--- src/logic/led_matrix_pkg.sv ---
//////////////////////////////////////////////////////////////////////
// led matrix shared definitions
// pixel format, command opcodes and default sizes
//////////////////////////////////////////////////////////////////////
package led_matrix_pkg;

    // brightness bits per channel
    localparam int COLOR_BITS = 4;

    typedef struct packed {
        logic [COLOR_BITS-1:0] red;
        logic [COLOR_BITS-1:0] green;
        logic [COLOR_BITS-1:0] blue;
    } pixel_t;

    // command opcodes, ascii letters
    localparam logic [7:0] CMD_PIXEL      = 8'h50;  // 'P' addr, rg, b
    localparam logic [7:0] CMD_FILL       = 8'h46;  // 'F' rg, b
    localparam logic [7:0] CMD_BRIGHTNESS = 8'h42;  // 'B' plane mask
    localparam logic [7:0] CMD_CHANNEL    = 8'h45;  // 'E' rgb mask

    // default geometry and timing
    localparam int DEF_COLUMNS        = 16;
    localparam int DEF_SCAN_ROWS      = 4;  // panel has twice this many rows
    localparam int DEF_TICKS_PER_BIT  = 8;
    localparam int DEF_BASE_ON_CYCLES = 4;

endpackage

--- src/logic/scan_if.sv ---
//////////////////////////////////////////////////////////////////////
// scan position from the matrix scanner to the bitplane fetch
//////////////////////////////////////////////////////////////////////
interface scan_if #(
    parameter int COLUMNS   = led_matrix_pkg::DEF_COLUMNS,
    parameter int SCAN_ROWS = led_matrix_pkg::DEF_SCAN_ROWS
);
    logic [$clog2(COLUMNS)-1:0]                    column;
    logic [$clog2(SCAN_ROWS)-1:0]                  row;    // row pair being shifted
    logic [$clog2(led_matrix_pkg::COLOR_BITS)-1:0] plane;
    logic                                          load;   // first cycle of a column slot

    modport scanner (output column, row, plane, load);
    modport fetcher (input column, row, plane, load);

endinterface

--- src/logic/bitplane_fetch.sv ---
//////////////////////////////////////////////////////////////////////
// bitplane fetch
// reads the pixel pair for the scan slot and picks the plane bits
//////////////////////////////////////////////////////////////////////
module bitplane_fetch #(
    parameter int  COLUMNS   = led_matrix_pkg::DEF_COLUMNS,
    parameter int  SCAN_ROWS = led_matrix_pkg::DEF_SCAN_ROWS,
    localparam int RD_W      = $clog2(SCAN_ROWS * COLUMNS)
) (
    input  logic                                  clk_root,
    input  logic                                  rst_n,
    scan_if.fetcher                               scan,
    input  led_matrix_pkg::pixel_t                top_pixel,
    input  led_matrix_pkg::pixel_t                bottom_pixel,
    input  logic [2:0]                            channel_enable,
    input  logic [led_matrix_pkg::COLOR_BITS-1:0] plane_enable,
    output logic [RD_W-1:0]                       rd_addr,
    output logic [2:0]                            rgb_top,
    output logic [2:0]                            rgb_bottom
);
    logic pixel_ready;  // buffer output belongs to this slot

    // bit 0 red, bit 1 green, bit 2 blue
    function automatic logic [2:0] plane_bits(led_matrix_pkg::pixel_t px, int plane);
        logic [2:0] bits;
        bits = {px.blue[plane], px.green[plane], px.red[plane]};
        return bits & channel_enable & {3{plane_enable[plane]}};
    endfunction

    assign rd_addr = RD_W'(int'(scan.row) * COLUMNS + int'(scan.column));

    always_ff @(posedge clk_root) begin
        if (!rst_n) begin
            pixel_ready <= 1'b0;
            rgb_top     <= '0;
            rgb_bottom  <= '0;
        end else begin
            pixel_ready <= scan.load;
            if (pixel_ready) begin
                rgb_top    <= plane_bits(top_pixel, int'(scan.plane));
                rgb_bottom <= plane_bits(bottom_pixel, int'(scan.plane));
            end
        end
    end

endmodule

--- src/logic/command_decoder.sv ---
//////////////////////////////////////////////////////////////////////
// command decoder
// collects opcode operands, writes pixels, runs fills, holds enables
//////////////////////////////////////////////////////////////////////
module command_decoder #(
    parameter int  COLUMNS   = led_matrix_pkg::DEF_COLUMNS,
    parameter int  SCAN_ROWS = led_matrix_pkg::DEF_SCAN_ROWS,
    localparam int PIXELS    = 2 * SCAN_ROWS * COLUMNS,
    localparam int ADDR_W    = $clog2(PIXELS)
) (
    input  logic                                  clk_root,
    input  logic                                  rst_n,
    input  logic [7:0]                            rx_data,
    input  logic                                  rx_valid,
    output logic                                  wr_en,
    output logic [ADDR_W-1:0]                     wr_addr,
    output led_matrix_pkg::pixel_t                wr_pixel,
    output logic [2:0]                            channel_enable,
    output logic [led_matrix_pkg::COLOR_BITS-1:0] plane_enable,
    output logic                                  busy
);
    typedef enum logic [1:0] {S_OPCODE, S_OPERAND, S_FILL} state_t;

    state_t     state;
    logic [7:0] opcode;
    logic [1:0] operand_idx;  // operand bytes taken so far
    logic [7:0] addr_byte;
    logic [7:0] rg_byte;

    // red in the upper nibble, green in the lower, blue from the last byte
    function automatic led_matrix_pkg::pixel_t to_pixel(logic [7:0] rg, logic [7:0] b);
        return '{red: rg[7:4], green: rg[3:0], blue: b[3:0]};
    endfunction

    assign busy = (state == S_FILL);  // incoming bytes are dropped here

    always_ff @(posedge clk_root) begin
        if (!rst_n) begin
            state          <= S_OPCODE;
            wr_en          <= 1'b0;
            channel_enable <= '1;
            plane_enable   <= '1;
        end else begin
            wr_en <= 1'b0;
            case (state)
                S_OPCODE: if (rx_valid) begin
                    opcode      <= rx_data;
                    operand_idx <= '0;
                    // unknown opcodes stay here
                    if (rx_data inside {led_matrix_pkg::CMD_PIXEL, led_matrix_pkg::CMD_FILL,
                                        led_matrix_pkg::CMD_BRIGHTNESS,
                                        led_matrix_pkg::CMD_CHANNEL}) begin
                        state <= S_OPERAND;
                    end
                end
                S_OPERAND: if (rx_valid) begin
                    operand_idx <= operand_idx + 1'b1;
                    case (opcode)
                        led_matrix_pkg::CMD_PIXEL: begin
                            if (operand_idx == 2'd0) addr_byte <= rx_data;
                            if (operand_idx == 2'd1) rg_byte <= rx_data;
                            if (operand_idx == 2'd2) begin
                                wr_en    <= int'(addr_byte) < PIXELS;  // off-panel ignored
                                wr_addr  <= ADDR_W'(addr_byte);
                                wr_pixel <= to_pixel(rg_byte, rx_data);
                                state    <= S_OPCODE;
                            end
                        end
                        led_matrix_pkg::CMD_FILL: begin
                            if (operand_idx == 2'd0) begin
                                rg_byte <= rx_data;
                            end else begin
                                wr_en    <= 1'b1;
                                wr_addr  <= '0;
                                wr_pixel <= to_pixel(rg_byte, rx_data);
                                state    <= S_FILL;
                            end
                        end
                        led_matrix_pkg::CMD_BRIGHTNESS: begin
                            plane_enable <= rx_data[led_matrix_pkg::COLOR_BITS-1:0];
                            state        <= S_OPCODE;
                        end
                        default: begin
                            channel_enable <= rx_data[2:0];  // bit 0 red .. bit 2 blue
                            state          <= S_OPCODE;
                        end
                    endcase
                end
                default: begin
                    // one pixel per cycle until the last address
                    if (int'(wr_addr) == PIXELS - 1) begin
                        state <= S_OPCODE;
                    end else begin
                        wr_en   <= 1'b1;
                        wr_addr <= wr_addr + 1'b1;
                    end
                end
            endcase
        end
    end

    a_addr_range: assert property (@(posedge clk_root) disable iff (!rst_n)
        wr_en |-> int'(wr_addr) < PIXELS)
        else $error("write outside the panel");

endmodule

--- src/logic/frame_buffer.sv ---
//////////////////////////////////////////////////////////////////////
// frame buffer
// top and bottom half banks, one write port, paired registered read
//////////////////////////////////////////////////////////////////////
module frame_buffer #(
    parameter int  COLUMNS   = led_matrix_pkg::DEF_COLUMNS,
    parameter int  SCAN_ROWS = led_matrix_pkg::DEF_SCAN_ROWS,
    localparam int HALF      = SCAN_ROWS * COLUMNS,
    localparam int ADDR_W    = $clog2(2 * HALF),
    localparam int RD_W      = $clog2(HALF)
) (
    input  logic                   clk_root,
    input  logic                   wr_en,
    input  logic [ADDR_W-1:0]      wr_addr,
    input  led_matrix_pkg::pixel_t wr_pixel,
    input  logic [RD_W-1:0]        rd_addr,
    output led_matrix_pkg::pixel_t top_pixel,
    output led_matrix_pkg::pixel_t bottom_pixel
);
    led_matrix_pkg::pixel_t top_mem    [HALF];
    led_matrix_pkg::pixel_t bottom_mem [HALF];

    logic            in_bottom;  // row at or above SCAN_ROWS
    logic [RD_W-1:0] bank_addr;

    assign in_bottom = int'(wr_addr) >= HALF;
    assign bank_addr = RD_W'(in_bottom ? int'(wr_addr) - HALF : int'(wr_addr));

    always_ff @(posedge clk_root) begin
        if (wr_en && !in_bottom) top_mem[bank_addr] <= wr_pixel;
        if (wr_en && in_bottom) bottom_mem[bank_addr] <= wr_pixel;
        top_pixel    <= top_mem[rd_addr];
        bottom_pixel <= bottom_mem[rd_addr];
    end

endmodule

--- src/logic/led_matrix_top.sv ---
//////////////////////////////////////////////////////////////////////
// led matrix driver top level
// serial commands into the frame buffer, hub75 scan out
//////////////////////////////////////////////////////////////////////
module led_matrix_top #(
    parameter int  COLUMNS        = led_matrix_pkg::DEF_COLUMNS,
    parameter int  SCAN_ROWS      = led_matrix_pkg::DEF_SCAN_ROWS,
    parameter int  TICKS_PER_BIT  = led_matrix_pkg::DEF_TICKS_PER_BIT,
    parameter int  BASE_ON_CYCLES = led_matrix_pkg::DEF_BASE_ON_CYCLES,
    localparam int ROW_W          = $clog2(SCAN_ROWS)
) (
    input  logic             clk_root,
    input  logic             rst_n,
    input  logic             uart_rxd,
    output logic [2:0]       rgb_top,
    output logic [2:0]       rgb_bottom,
    output logic [ROW_W-1:0] row_select,
    output logic             clk_pixel,
    output logic             row_latch,
    output logic             output_enable,
    output logic             busy
);
    localparam int ADDR_W = $clog2(2 * SCAN_ROWS * COLUMNS);
    localparam int RD_W   = $clog2(SCAN_ROWS * COLUMNS);

    logic [7:0]                            rx_data;
    logic                                  rx_valid;
    logic                                  wr_en;
    logic [ADDR_W-1:0]                     wr_addr;
    led_matrix_pkg::pixel_t                wr_pixel;
    logic [2:0]                            channel_enable;
    logic [led_matrix_pkg::COLOR_BITS-1:0] plane_enable;
    logic [RD_W-1:0]                       rd_addr;
    led_matrix_pkg::pixel_t                top_pixel;
    led_matrix_pkg::pixel_t                bottom_pixel;

    scan_if #(.COLUMNS(COLUMNS), .SCAN_ROWS(SCAN_ROWS)) scan ();

    uart_rx #(.TICKS_PER_BIT(TICKS_PER_BIT)) u_uart_rx (
        .clk_root, .rst_n, .rxd(uart_rxd), .rx_data, .rx_valid
    );

    command_decoder #(.COLUMNS(COLUMNS), .SCAN_ROWS(SCAN_ROWS)) u_command_decoder (
        .clk_root, .rst_n, .rx_data, .rx_valid, .wr_en, .wr_addr, .wr_pixel,
        .channel_enable, .plane_enable, .busy
    );

    frame_buffer #(.COLUMNS(COLUMNS), .SCAN_ROWS(SCAN_ROWS)) u_frame_buffer (
        .clk_root, .wr_en, .wr_addr, .wr_pixel, .rd_addr, .top_pixel, .bottom_pixel
    );

    matrix_scan #(
        .COLUMNS(COLUMNS), .SCAN_ROWS(SCAN_ROWS), .BASE_ON_CYCLES(BASE_ON_CYCLES)
    ) u_matrix_scan (
        .clk_root, .rst_n, .scan(scan.scanner), .clk_pixel, .row_latch,
        .output_enable, .row_select
    );

    bitplane_fetch #(.COLUMNS(COLUMNS), .SCAN_ROWS(SCAN_ROWS)) u_bitplane_fetch (
        .clk_root, .rst_n, .scan(scan.fetcher), .top_pixel, .bottom_pixel,
        .channel_enable, .plane_enable, .rd_addr, .rgb_top, .rgb_bottom
    );

endmodule

--- src/logic/matrix_scan.sv ---
//////////////////////////////////////////////////////////////////////
// matrix scanner
// shifts columns per bitplane, latches the row, then lights it for a
// binary weighted time before moving to the next plane and row
//////////////////////////////////////////////////////////////////////
module matrix_scan #(
    parameter int  COLUMNS        = led_matrix_pkg::DEF_COLUMNS,
    parameter int  SCAN_ROWS      = led_matrix_pkg::DEF_SCAN_ROWS,
    parameter int  BASE_ON_CYCLES = led_matrix_pkg::DEF_BASE_ON_CYCLES,
    localparam int ROW_W          = $clog2(SCAN_ROWS),
    localparam int MAX_ON         = BASE_ON_CYCLES << (led_matrix_pkg::COLOR_BITS - 1),
    localparam int ON_W           = $clog2(MAX_ON + 1)
) (
    input  logic             clk_root,
    input  logic             rst_n,
    scan_if.scanner          scan,
    output logic             clk_pixel,
    output logic             row_latch,
    output logic             output_enable,
    output logic [ROW_W-1:0] row_select
);
    typedef enum logic [1:0] {S_SHIFT, S_LATCH, S_DISPLAY} state_t;

    state_t          state;
    logic [1:0]      phase;   // cycle within a column slot
    logic [ON_W-1:0] on_cnt;
    logic            last_column;
    logic            last_plane;
    logic            last_row;
    logic            on_done;

    assign scan.load   = (state == S_SHIFT) && (phase == 2'd0);
    assign last_column = int'(scan.column) == COLUMNS - 1;
    assign last_plane  = int'(scan.plane) == led_matrix_pkg::COLOR_BITS - 1;
    assign last_row    = int'(scan.row) == SCAN_ROWS - 1;
    assign on_done     = int'(on_cnt) == (BASE_ON_CYCLES << scan.plane) - 1;

    always_ff @(posedge clk_root) begin
        if (!rst_n) begin
            state         <= S_SHIFT;
            phase         <= '0;
            on_cnt        <= '0;
            scan.column   <= '0;
            scan.row      <= '0;
            scan.plane    <= '0;
            clk_pixel     <= 1'b0;
            row_latch     <= 1'b0;
            output_enable <= 1'b0;
            row_select    <= '0;
        end else begin
            row_latch <= 1'b0;
            case (state)
                S_SHIFT: begin
                    phase     <= phase + 1'b1;
                    clk_pixel <= (phase == 2'd1) || (phase == 2'd2);  // high in cycles 2, 3
                    if (phase == 2'd3) begin
                        if (last_column) begin
                            state      <= S_LATCH;
                            row_latch  <= 1'b1;
                            row_select <= scan.row;
                        end else begin
                            scan.column <= scan.column + 1'b1;
                        end
                    end
                end
                S_LATCH: begin
                    state         <= S_DISPLAY;
                    output_enable <= 1'b1;
                    on_cnt        <= '0;
                end
                default: begin
                    on_cnt <= on_cnt + 1'b1;
                    if (on_done) begin
                        output_enable <= 1'b0;
                        state         <= S_SHIFT;
                        scan.column   <= '0;
                        if (last_plane) begin
                            scan.plane <= '0;
                            scan.row   <= last_row ? '0 : scan.row + 1'b1;
                        end else begin
                            scan.plane <= scan.plane + 1'b1;
                        end
                    end
                end
            endcase
        end
    end

    a_latch_blanked: assert property (@(posedge clk_root) disable iff (!rst_n)
        row_latch |-> !output_enable)
        else $error("row latched while the panel is lit");

endmodule

--- src/logic/uart_rx.sv ---
//////////////////////////////////////////////////////////////////////
// uart receiver
// two-flop input synchronizer, 8N1 framing, mid-bit sampling
//////////////////////////////////////////////////////////////////////
module uart_rx #(
    parameter int TICKS_PER_BIT = led_matrix_pkg::DEF_TICKS_PER_BIT
) (
    input  logic       clk_root,
    input  logic       rst_n,
    input  logic       rxd,
    output logic [7:0] rx_data,
    output logic       rx_valid
);
    localparam int CNT_W = $clog2(TICKS_PER_BIT);
    localparam logic [CNT_W-1:0] HALF_BIT = CNT_W'(TICKS_PER_BIT / 2 - 1);
    localparam logic [CNT_W-1:0] FULL_BIT = CNT_W'(TICKS_PER_BIT - 1);

    typedef enum logic [1:0] {S_IDLE, S_START, S_DATA, S_STOP} state_t;

    state_t           state;
    logic [1:0]       rxd_sync;
    logic [CNT_W-1:0] tick_cnt;
    logic [2:0]       bit_cnt;

    always_ff @(posedge clk_root) begin
        if (!rst_n) begin
            state    <= S_IDLE;
            rxd_sync <= 2'b11;  // line idles high
            tick_cnt <= '0;
            bit_cnt  <= '0;
            rx_valid <= 1'b0;
        end else begin
            rxd_sync <= {rxd_sync[0], rxd};
            rx_valid <= 1'b0;
            tick_cnt <= tick_cnt + 1'b1;
            case (state)
                S_IDLE: begin
                    tick_cnt <= '0;
                    if (!rxd_sync[1]) state <= S_START;
                end
                S_START: if (tick_cnt == HALF_BIT) begin
                    // still low at half a bit, so a real start bit
                    tick_cnt <= '0;
                    bit_cnt  <= '0;
                    state    <= rxd_sync[1] ? S_IDLE : S_DATA;
                end
                S_DATA: if (tick_cnt == FULL_BIT) begin
                    tick_cnt <= '0;
                    rx_data  <= {rxd_sync[1], rx_data[7:1]};  // lsb first
                    bit_cnt  <= bit_cnt + 1'b1;
                    if (bit_cnt == 3'd7) state <= S_STOP;
                end
                default: if (tick_cnt == FULL_BIT) begin
                    rx_valid <= rxd_sync[1];  // framing error drops the byte
                    state    <= S_IDLE;
                end
            endcase
        end
    end

    a_valid_single: assert property (@(posedge clk_root) disable iff (!rst_n)
        rx_valid |=> !rx_valid)
        else $error("rx_valid held for two cycles");

endmodule

--- config.mk ---
export PLATFORM = sky130hd
export DESIGN_NAME = led_matrix_top
export DESIGN_NICKNAME = d
export VERILOG_FILES = /design/src/logic/led_matrix_pkg.sv /design/src/logic/scan_if.sv /design/src/logic/bitplane_fetch.sv /design/src/logic/command_decoder.sv /design/src/logic/frame_buffer.sv /design/src/logic/led_matrix_top.sv /design/src/logic/matrix_scan.sv /design/src/logic/uart_rx.sv
export SDC_FILE = /design/constraint.sdc
export NUM_CORES = 2
export LEC_CHECK = 0
export BUFFER_PORTS_ARGS = -buffer_cell sky130_fd_sc_hd__buf_2
export CORE_MARGIN = 10
export CORE_UTILIZATION = 25
export CTS_CLUSTER_SIZE = 8
export DETAILED_ROUTE_END_ITERATION = 8
export PLACE_DENSITY = 0.43
export SLEW_MARGIN = 20
export SYNTH_ARGS = -nofsm -noshare
export SYNTH_HDL_FRONTEND = slang
export SYNTH_SLANG_ARGS = --single-unit
export TNS_END_PERCENT = 30
--- constraint.sdc ---
create_clock -name clk_root -period 5.02 [get_ports clk_root]
set_input_delay 1.004 -clock clk_root [delete_from_list [all_inputs] [get_ports clk_root]]
set_output_delay 1.004 -clock clk_root [all_outputs]
set_load 0.005 [all_outputs]
Word level (Yosys, flattened, before mapping)
Memories as Yosys holds them, arrays and structs flattened. A register that Yosys moved wholly into a read port is not among the register bits.
Index checks and enable logic that the tools add are counted.
W data, S select, Z words.
- register bits after elaboration: 104
- memory bits (writable): 1536
- logic and storage cells: 219
- memories: 2
- add/subtract/negate cells: 12
- order comparisons: 3
- eq/ne operators: 43
- shift-type cells: 1
- multiplexer cells: 75
- bitwise logic cells: 11
- reductions and logical operators: 41
- memory list (memory ; depth ; width ; rd ports ; clocked after memory_dff ; write ports ; RTL line ; source):
    u_frame_buffer.bottom_mem ; 64 ; 12 ; 1 ; 1 ; 1 ; frame_buffer.sv:21 ; led_matrix_pkg::pixel_t bottom_mem [HALF];
    u_frame_buffer.top_mem ; 64 ; 12 ; 1 ; 1 ; 1 ; frame_buffer.sv:20 ; led_matrix_pkg::pixel_t top_mem [HALF];
- operator list (operator ; count):
    $eq A8 B7 Y1 const B ; 7
    $mux W2 ; 19
    $eq A7 B32 Y1 ; 1
    $shl A3 B2 Y32 const A ; 1
    $sub A32 B2 Y32 const B ; 1
    $mux W7 ; 4
    $pmux W7 S2 ; 2
    $reduce_and A3 Y1 ; 9
    $mux W12 ; 2
    $pmux W12 S2 ; 1
    $reduce_and A6 Y1 ; 3
    $mux W1 ; 17
    $mux W8 ; 2
    $ne A2 B1 Y1 const B ; 8
    $pmux W2 S2 ; 4
    $pmux W8 S2 ; 1
    $bmux W1 S2 ; 7
    $eq A2 B1 Y1 const B ; 7
    $ne A2 B2 Y1 const B ; 7
    $and A3 B3 Y3 ; 4
    $mux W3 ; 4
    $mux W4 ; 3
    $pmux W6 S2 ; 1
    $eq A2 B2 Y1 const B ; 5
    37 further kinds ; 66

Longest topological paths before layout
- word-level depth: 5
- mapped depth: 10
- gate-level depth less buffers: 9

Hierarchy
Synthesis repeated with hierarchy kept, for this count alone.
- cell total of the unflattened synthesis: 3148
- area total of the unflattened synthesis: 64291.7 um^2
- modules (own cells, without submodules) (module ; times used ; cells each ; area each (um^2) ; sequential area each (um^2)):
    frame_buffer ; 1 ; 2754 ; 59580.9 ; 46604.7
    command_decoder ; 1 ; 153 ; 2223.4 ; 1551.5
    matrix_scan ; 1 ; 132 ; 1182.4 ; 440.4
    uart_rx ; 1 ; 70 ; 809.5 ; 460.4
    bitplane_fetch ; 1 ; 39 ; 495.5 ; 140.1

Worst setup path before layout
Ideal clock, no wire load.
- path kind: input to register
- from: input rst_n
- to: register u_command_decoder.addr_byte[0] (enable)
- setup time: 395 ps
- data arrival time: 2152 ps
- setup slack: 2473 ps
- stages: 3
- cell sequence: inv_1 -> clkbuf_1 -> nor4_1
- cells in the longest elaborated chain, start to end: 1
- RTL lines (element ; RTL line ; source):
    start, declared ; led_matrix_top.sv:13 ; input logic rst_n,
    $reduce_and A5 Y1 (no line) ; -- ;
    end signal, assigned ; command_decoder.sv:60 ; if (operand_idx == 2'd0) addr_byte <= rx_data;
    end, declared ; command_decoder.sv:27 ; logic [7:0] addr_byte;
No other way between the ends.
A chain may end at the register's enable or synchronous reset.

Final worst setup path
- from: register u_matrix_scan.scan.column[0]
- to: register u_frame_buffer.top_pixel[2] (netlist name)
- cells in the longest elaborated chain, start to end: 1
- RTL lines (element ; RTL line ; source):
    start, declared ; scan_if.sv:13 ; modport scanner (output column, row, plane, load);
    start signal, assigned ; matrix_scan.sv:62 ; scan.column <= scan.column + 1'b1;
    $add A6 B4 Y6 ; bitplane_fetch.sv:30 ; assign rd_addr = RD_W'(int'(scan.row) * COLUMNS + int'(scan.column));
No other way between the ends.

==> results.cfg <==
[cts]
cts_max_level = 4
cts_sinks = 1663
insertion_delay_ps = 850
cts_tree = yes
clkSlewWorstSetupHoldPaths_ps = 50
cts_root_buffer = clkbuf_16
holdBufCountCts = 0
ctsResizeCount = 0
numCtsBuffers = 228
cts_setup_buffers = 0
cts_buffer_depth = 3

[setup_path]
crit_arrival_ps = 3990
cp_max_fo = 30
crit_chain = buf_12 > buf_4 > mux4_2 > a22oi_1 > nand2_1 > a32oi_1 > a211oi_1
crit_type = reg2reg
max_stage_delay_ps = 870
required_ps = 5710
slowest_stage = dfxtp_4
critical_path.startpoint_type = register
cp-end-kind = register

[cells_and_area]
layout_common_cells = 1589 x edfxtp_1, 391 x mux4_2, 231 x clkbuf_16
drive_above_1_share_pct = 26.3
nets = 3285
area_delta_synth_final_pct = 18.3
fin_util_pct = 29.7
layout_commonest_cell = edfxtp_1

[die]
die_w_um = 525
dieArea_um2 = 275000
rows = 185
fp.dieH_um = 525
initial_core_util_pct = 25.1
io_pins = 15
core_area_um2 = 254000

[sta]
min_period_over_period_pct = 65.6
min_period_ps = 3290
fin_skew_ps = 32.3
report.final.slew_viol_count = 0
max_clock_freq_ghz = 0.304
worst_slew_pin_slew_ps = 1110
final-setup-viol-count = 0
grt_setup_unrepaired = no
setup_tns_ps = 0
hold_violations = 0
slew_headroom_pct = 26.0

[synthesis]
synth_compound_area_share_pct = 3.27
ys_seq_elements = 1663
ys.flop_type = edfxtp_1
seq_area_frac_synth_pct = 77.2
syn_area_per_cell_um2 = 21.3
synth-adder-area-share_pct = 0.510
synth_xor_area_share_pct = 0.179
synth-edff-count = 1589
syn_inst = 2993
synth-simple-area-share_pct = 2.87
muxShareOfSynthArea_pct = 14.4
syn_nets = 3022
syn_area_um2 = 63700
synth_top_family_by_area = multiplexers
synth.distinct_cells = 55
async_reset_ff_share_pct = 0
yosys_warnings = 0

[drt]
drt-total-wl_mm = 174
first_pass_iters = 5
final_antenna_net_count = 0
drc = 0
avgRoutedWirePerCell_um = 25.9
vias = 31000
vias_per_cell = 4.60
drtIter0Drc = 3145

[flow_run]
drv_cap = 0

[global_routing]
grt_pass1_wl_mm = 249
grt_pass1_vias = 32000
grt_max_degree = 129
antenna_found_initial = 16
track_usage_pct = 12.3
overflow = 0

[pwr]
leakage_nw = 22.7
power_density_nw_per_um2 = 403
ir_drop_uv = 323

[placement]
hpwl_mm = 103
gp_congestion = 0.748
port_buffers = 14

[outcome]
outcome = completed

[worst_hold_path]
hold_path_class = in2reg
[where the power goes]
part	total, mW	internal, mW	switching [mW]
sequential	15.1	15.0	0.0602
combinational	1.13	0.525	0.606
clock	14.2	8.44	5.71
[logic make-up (layout without fill, tap and decap cells)]
| logic type | count (synthesis) | after routing |
|---|---|---|
| DFF | 1663 | 1663 |
| muxes | 425 | 425 |
| and+or+nand+nor | 393 | 393 |
| AOI/OAI and AO/OA | 278 | 278 |
| buffers and inverters | 195 | 572 |
| adders and majority gates | 26 | 26 |
| xor gates and xnor gates | 13 | 13 |
| other | 0 | 2 |
[registers in the layout, indices dropped and copies added, names as in the netlist, 6 cells and up]
signal,flops
u_command_decoder.addr_byte,8
u_frame_buffer.top_mem,768
u_command_decoder.opcode,8
u_matrix_scan.on_cnt,6
u_command_decoder.wr_addr,7
u_frame_buffer.bottom_pixel,12
u_frame_buffer.bottom_mem,768
u_command_decoder.rg_byte,8
u_frame_buffer.top_pixel,12
u_uart_rx.rx_data,8
u_command_decoder.wr_pixel,12
[worst max-delay path: cells and delay by family, from the launching register on]
family                 cells  cell delay, ps
AOI/OAI and AO/OA          3             900
DFF                        1             870
buffers and inverters      2             620
muxes                      1             540
and+or+nand+nor            1             150
[layout make-up]
type	count	area (um^2)
Sequential cell	1663	49200
Timing Repair Buffer	204	1790
Fill cell	24600	179000
Clock inverter	16	300
Clock buffer	328	6150
Antenna cell	2	5.00
Inverter	24	90.1
Tap cell	3366	4210
Multi-Input combinational cell	1135	13600
[through the flow]
stage	instances	setup slack, ps	hold WS (ps)	area [um^2]	total power, mW
finish	6738	1730	352	75400	30.4
global route	6737	1550	312	75400	31.4
CTS	6735	1640	288	75300	30.8
floorplan	2993	2470	386	63700	16.1
detailed placement	6391	1650	395	68900	16.5
global placement	6389	1590	400	68800	16.5
[worst paths after layout]
path	from	end	slack, ps	cells past startpoint
setup reg to reg	u_matrix_scan.scan.column[0]	u_frame_buffer.top_pixel[2]	1730	7
hold reg to reg	u_command_decoder.rg_byte[5]	u_command_decoder.wr_pixel[9]	410	0
setup / recovery	u_matrix_scan.scan.column[0]	u_frame_buffer.top_pixel[2]	1730	7
hold / removal	uart_rxd	u_uart_rx.rxd_sync[0]	350	2
[per-layer routing]
metal  vias up  GRT usage, %  share of wire (%)
li1      13000             -                  -
met5         -             0             0.0075
met2       876          19.3                 46
met4         2          3.09                1.9
met3       238          2.29                5.3
met1     16900          17.6                 46
[cells in the mapped netlist (3+ instances only)]
master | instances | area share, %
a31oi_1 | 4 | 0.039
a221oi_1 | 25 | 0.34
nor4_1 | 3 | 0.029
nand4_1 | 5 | 0.049
o22a_1 | 24 | 0.33
nand3_1 | 37 | 0.29
inv_1 | 24 | 0.14
o21ai_0 | 6 | 0.047
nor3b_1 | 7 | 0.082
nand3b_1 | 6 | 0.071
buf_4 | 13 | 0.15
nor2_1 | 160 | 0.94
nor2b_1 | 13 | 0.13
mux2i_1 | 33 | 0.52
a21oi_1 | 25 | 0.20
clkbuf_1 | 74 | 0.44
nor3_1 | 6 | 0.047
a211oi_1 | 26 | 0.31
edfxtp_1 | 1589 | 75
and3_1 | 31 | 0.30
a22oi_1 | 122 | 1.4
buf_2 | 54 | 0.42
buf_6 | 24 | 0.42
buf_1 | 6 | 0.035
dfxtp_1 | 74 | 2.3
mux4_2 | 391 | 14
xnor2_1 | 6 | 0.082
ha_1 | 26 | 0.51
nand2b_1 | 14 | 0.14
and2_1 | 9 | 0.088
or3_1 | 4 | 0.039
xor2_1 | 7 | 0.096
a32oi_1 | 26 | 0.36
nand2_1 | 89 | 0.52
o21ai_1 | 7 | 0.055
No activity file was read; power rests on OpenSTA's default activity.
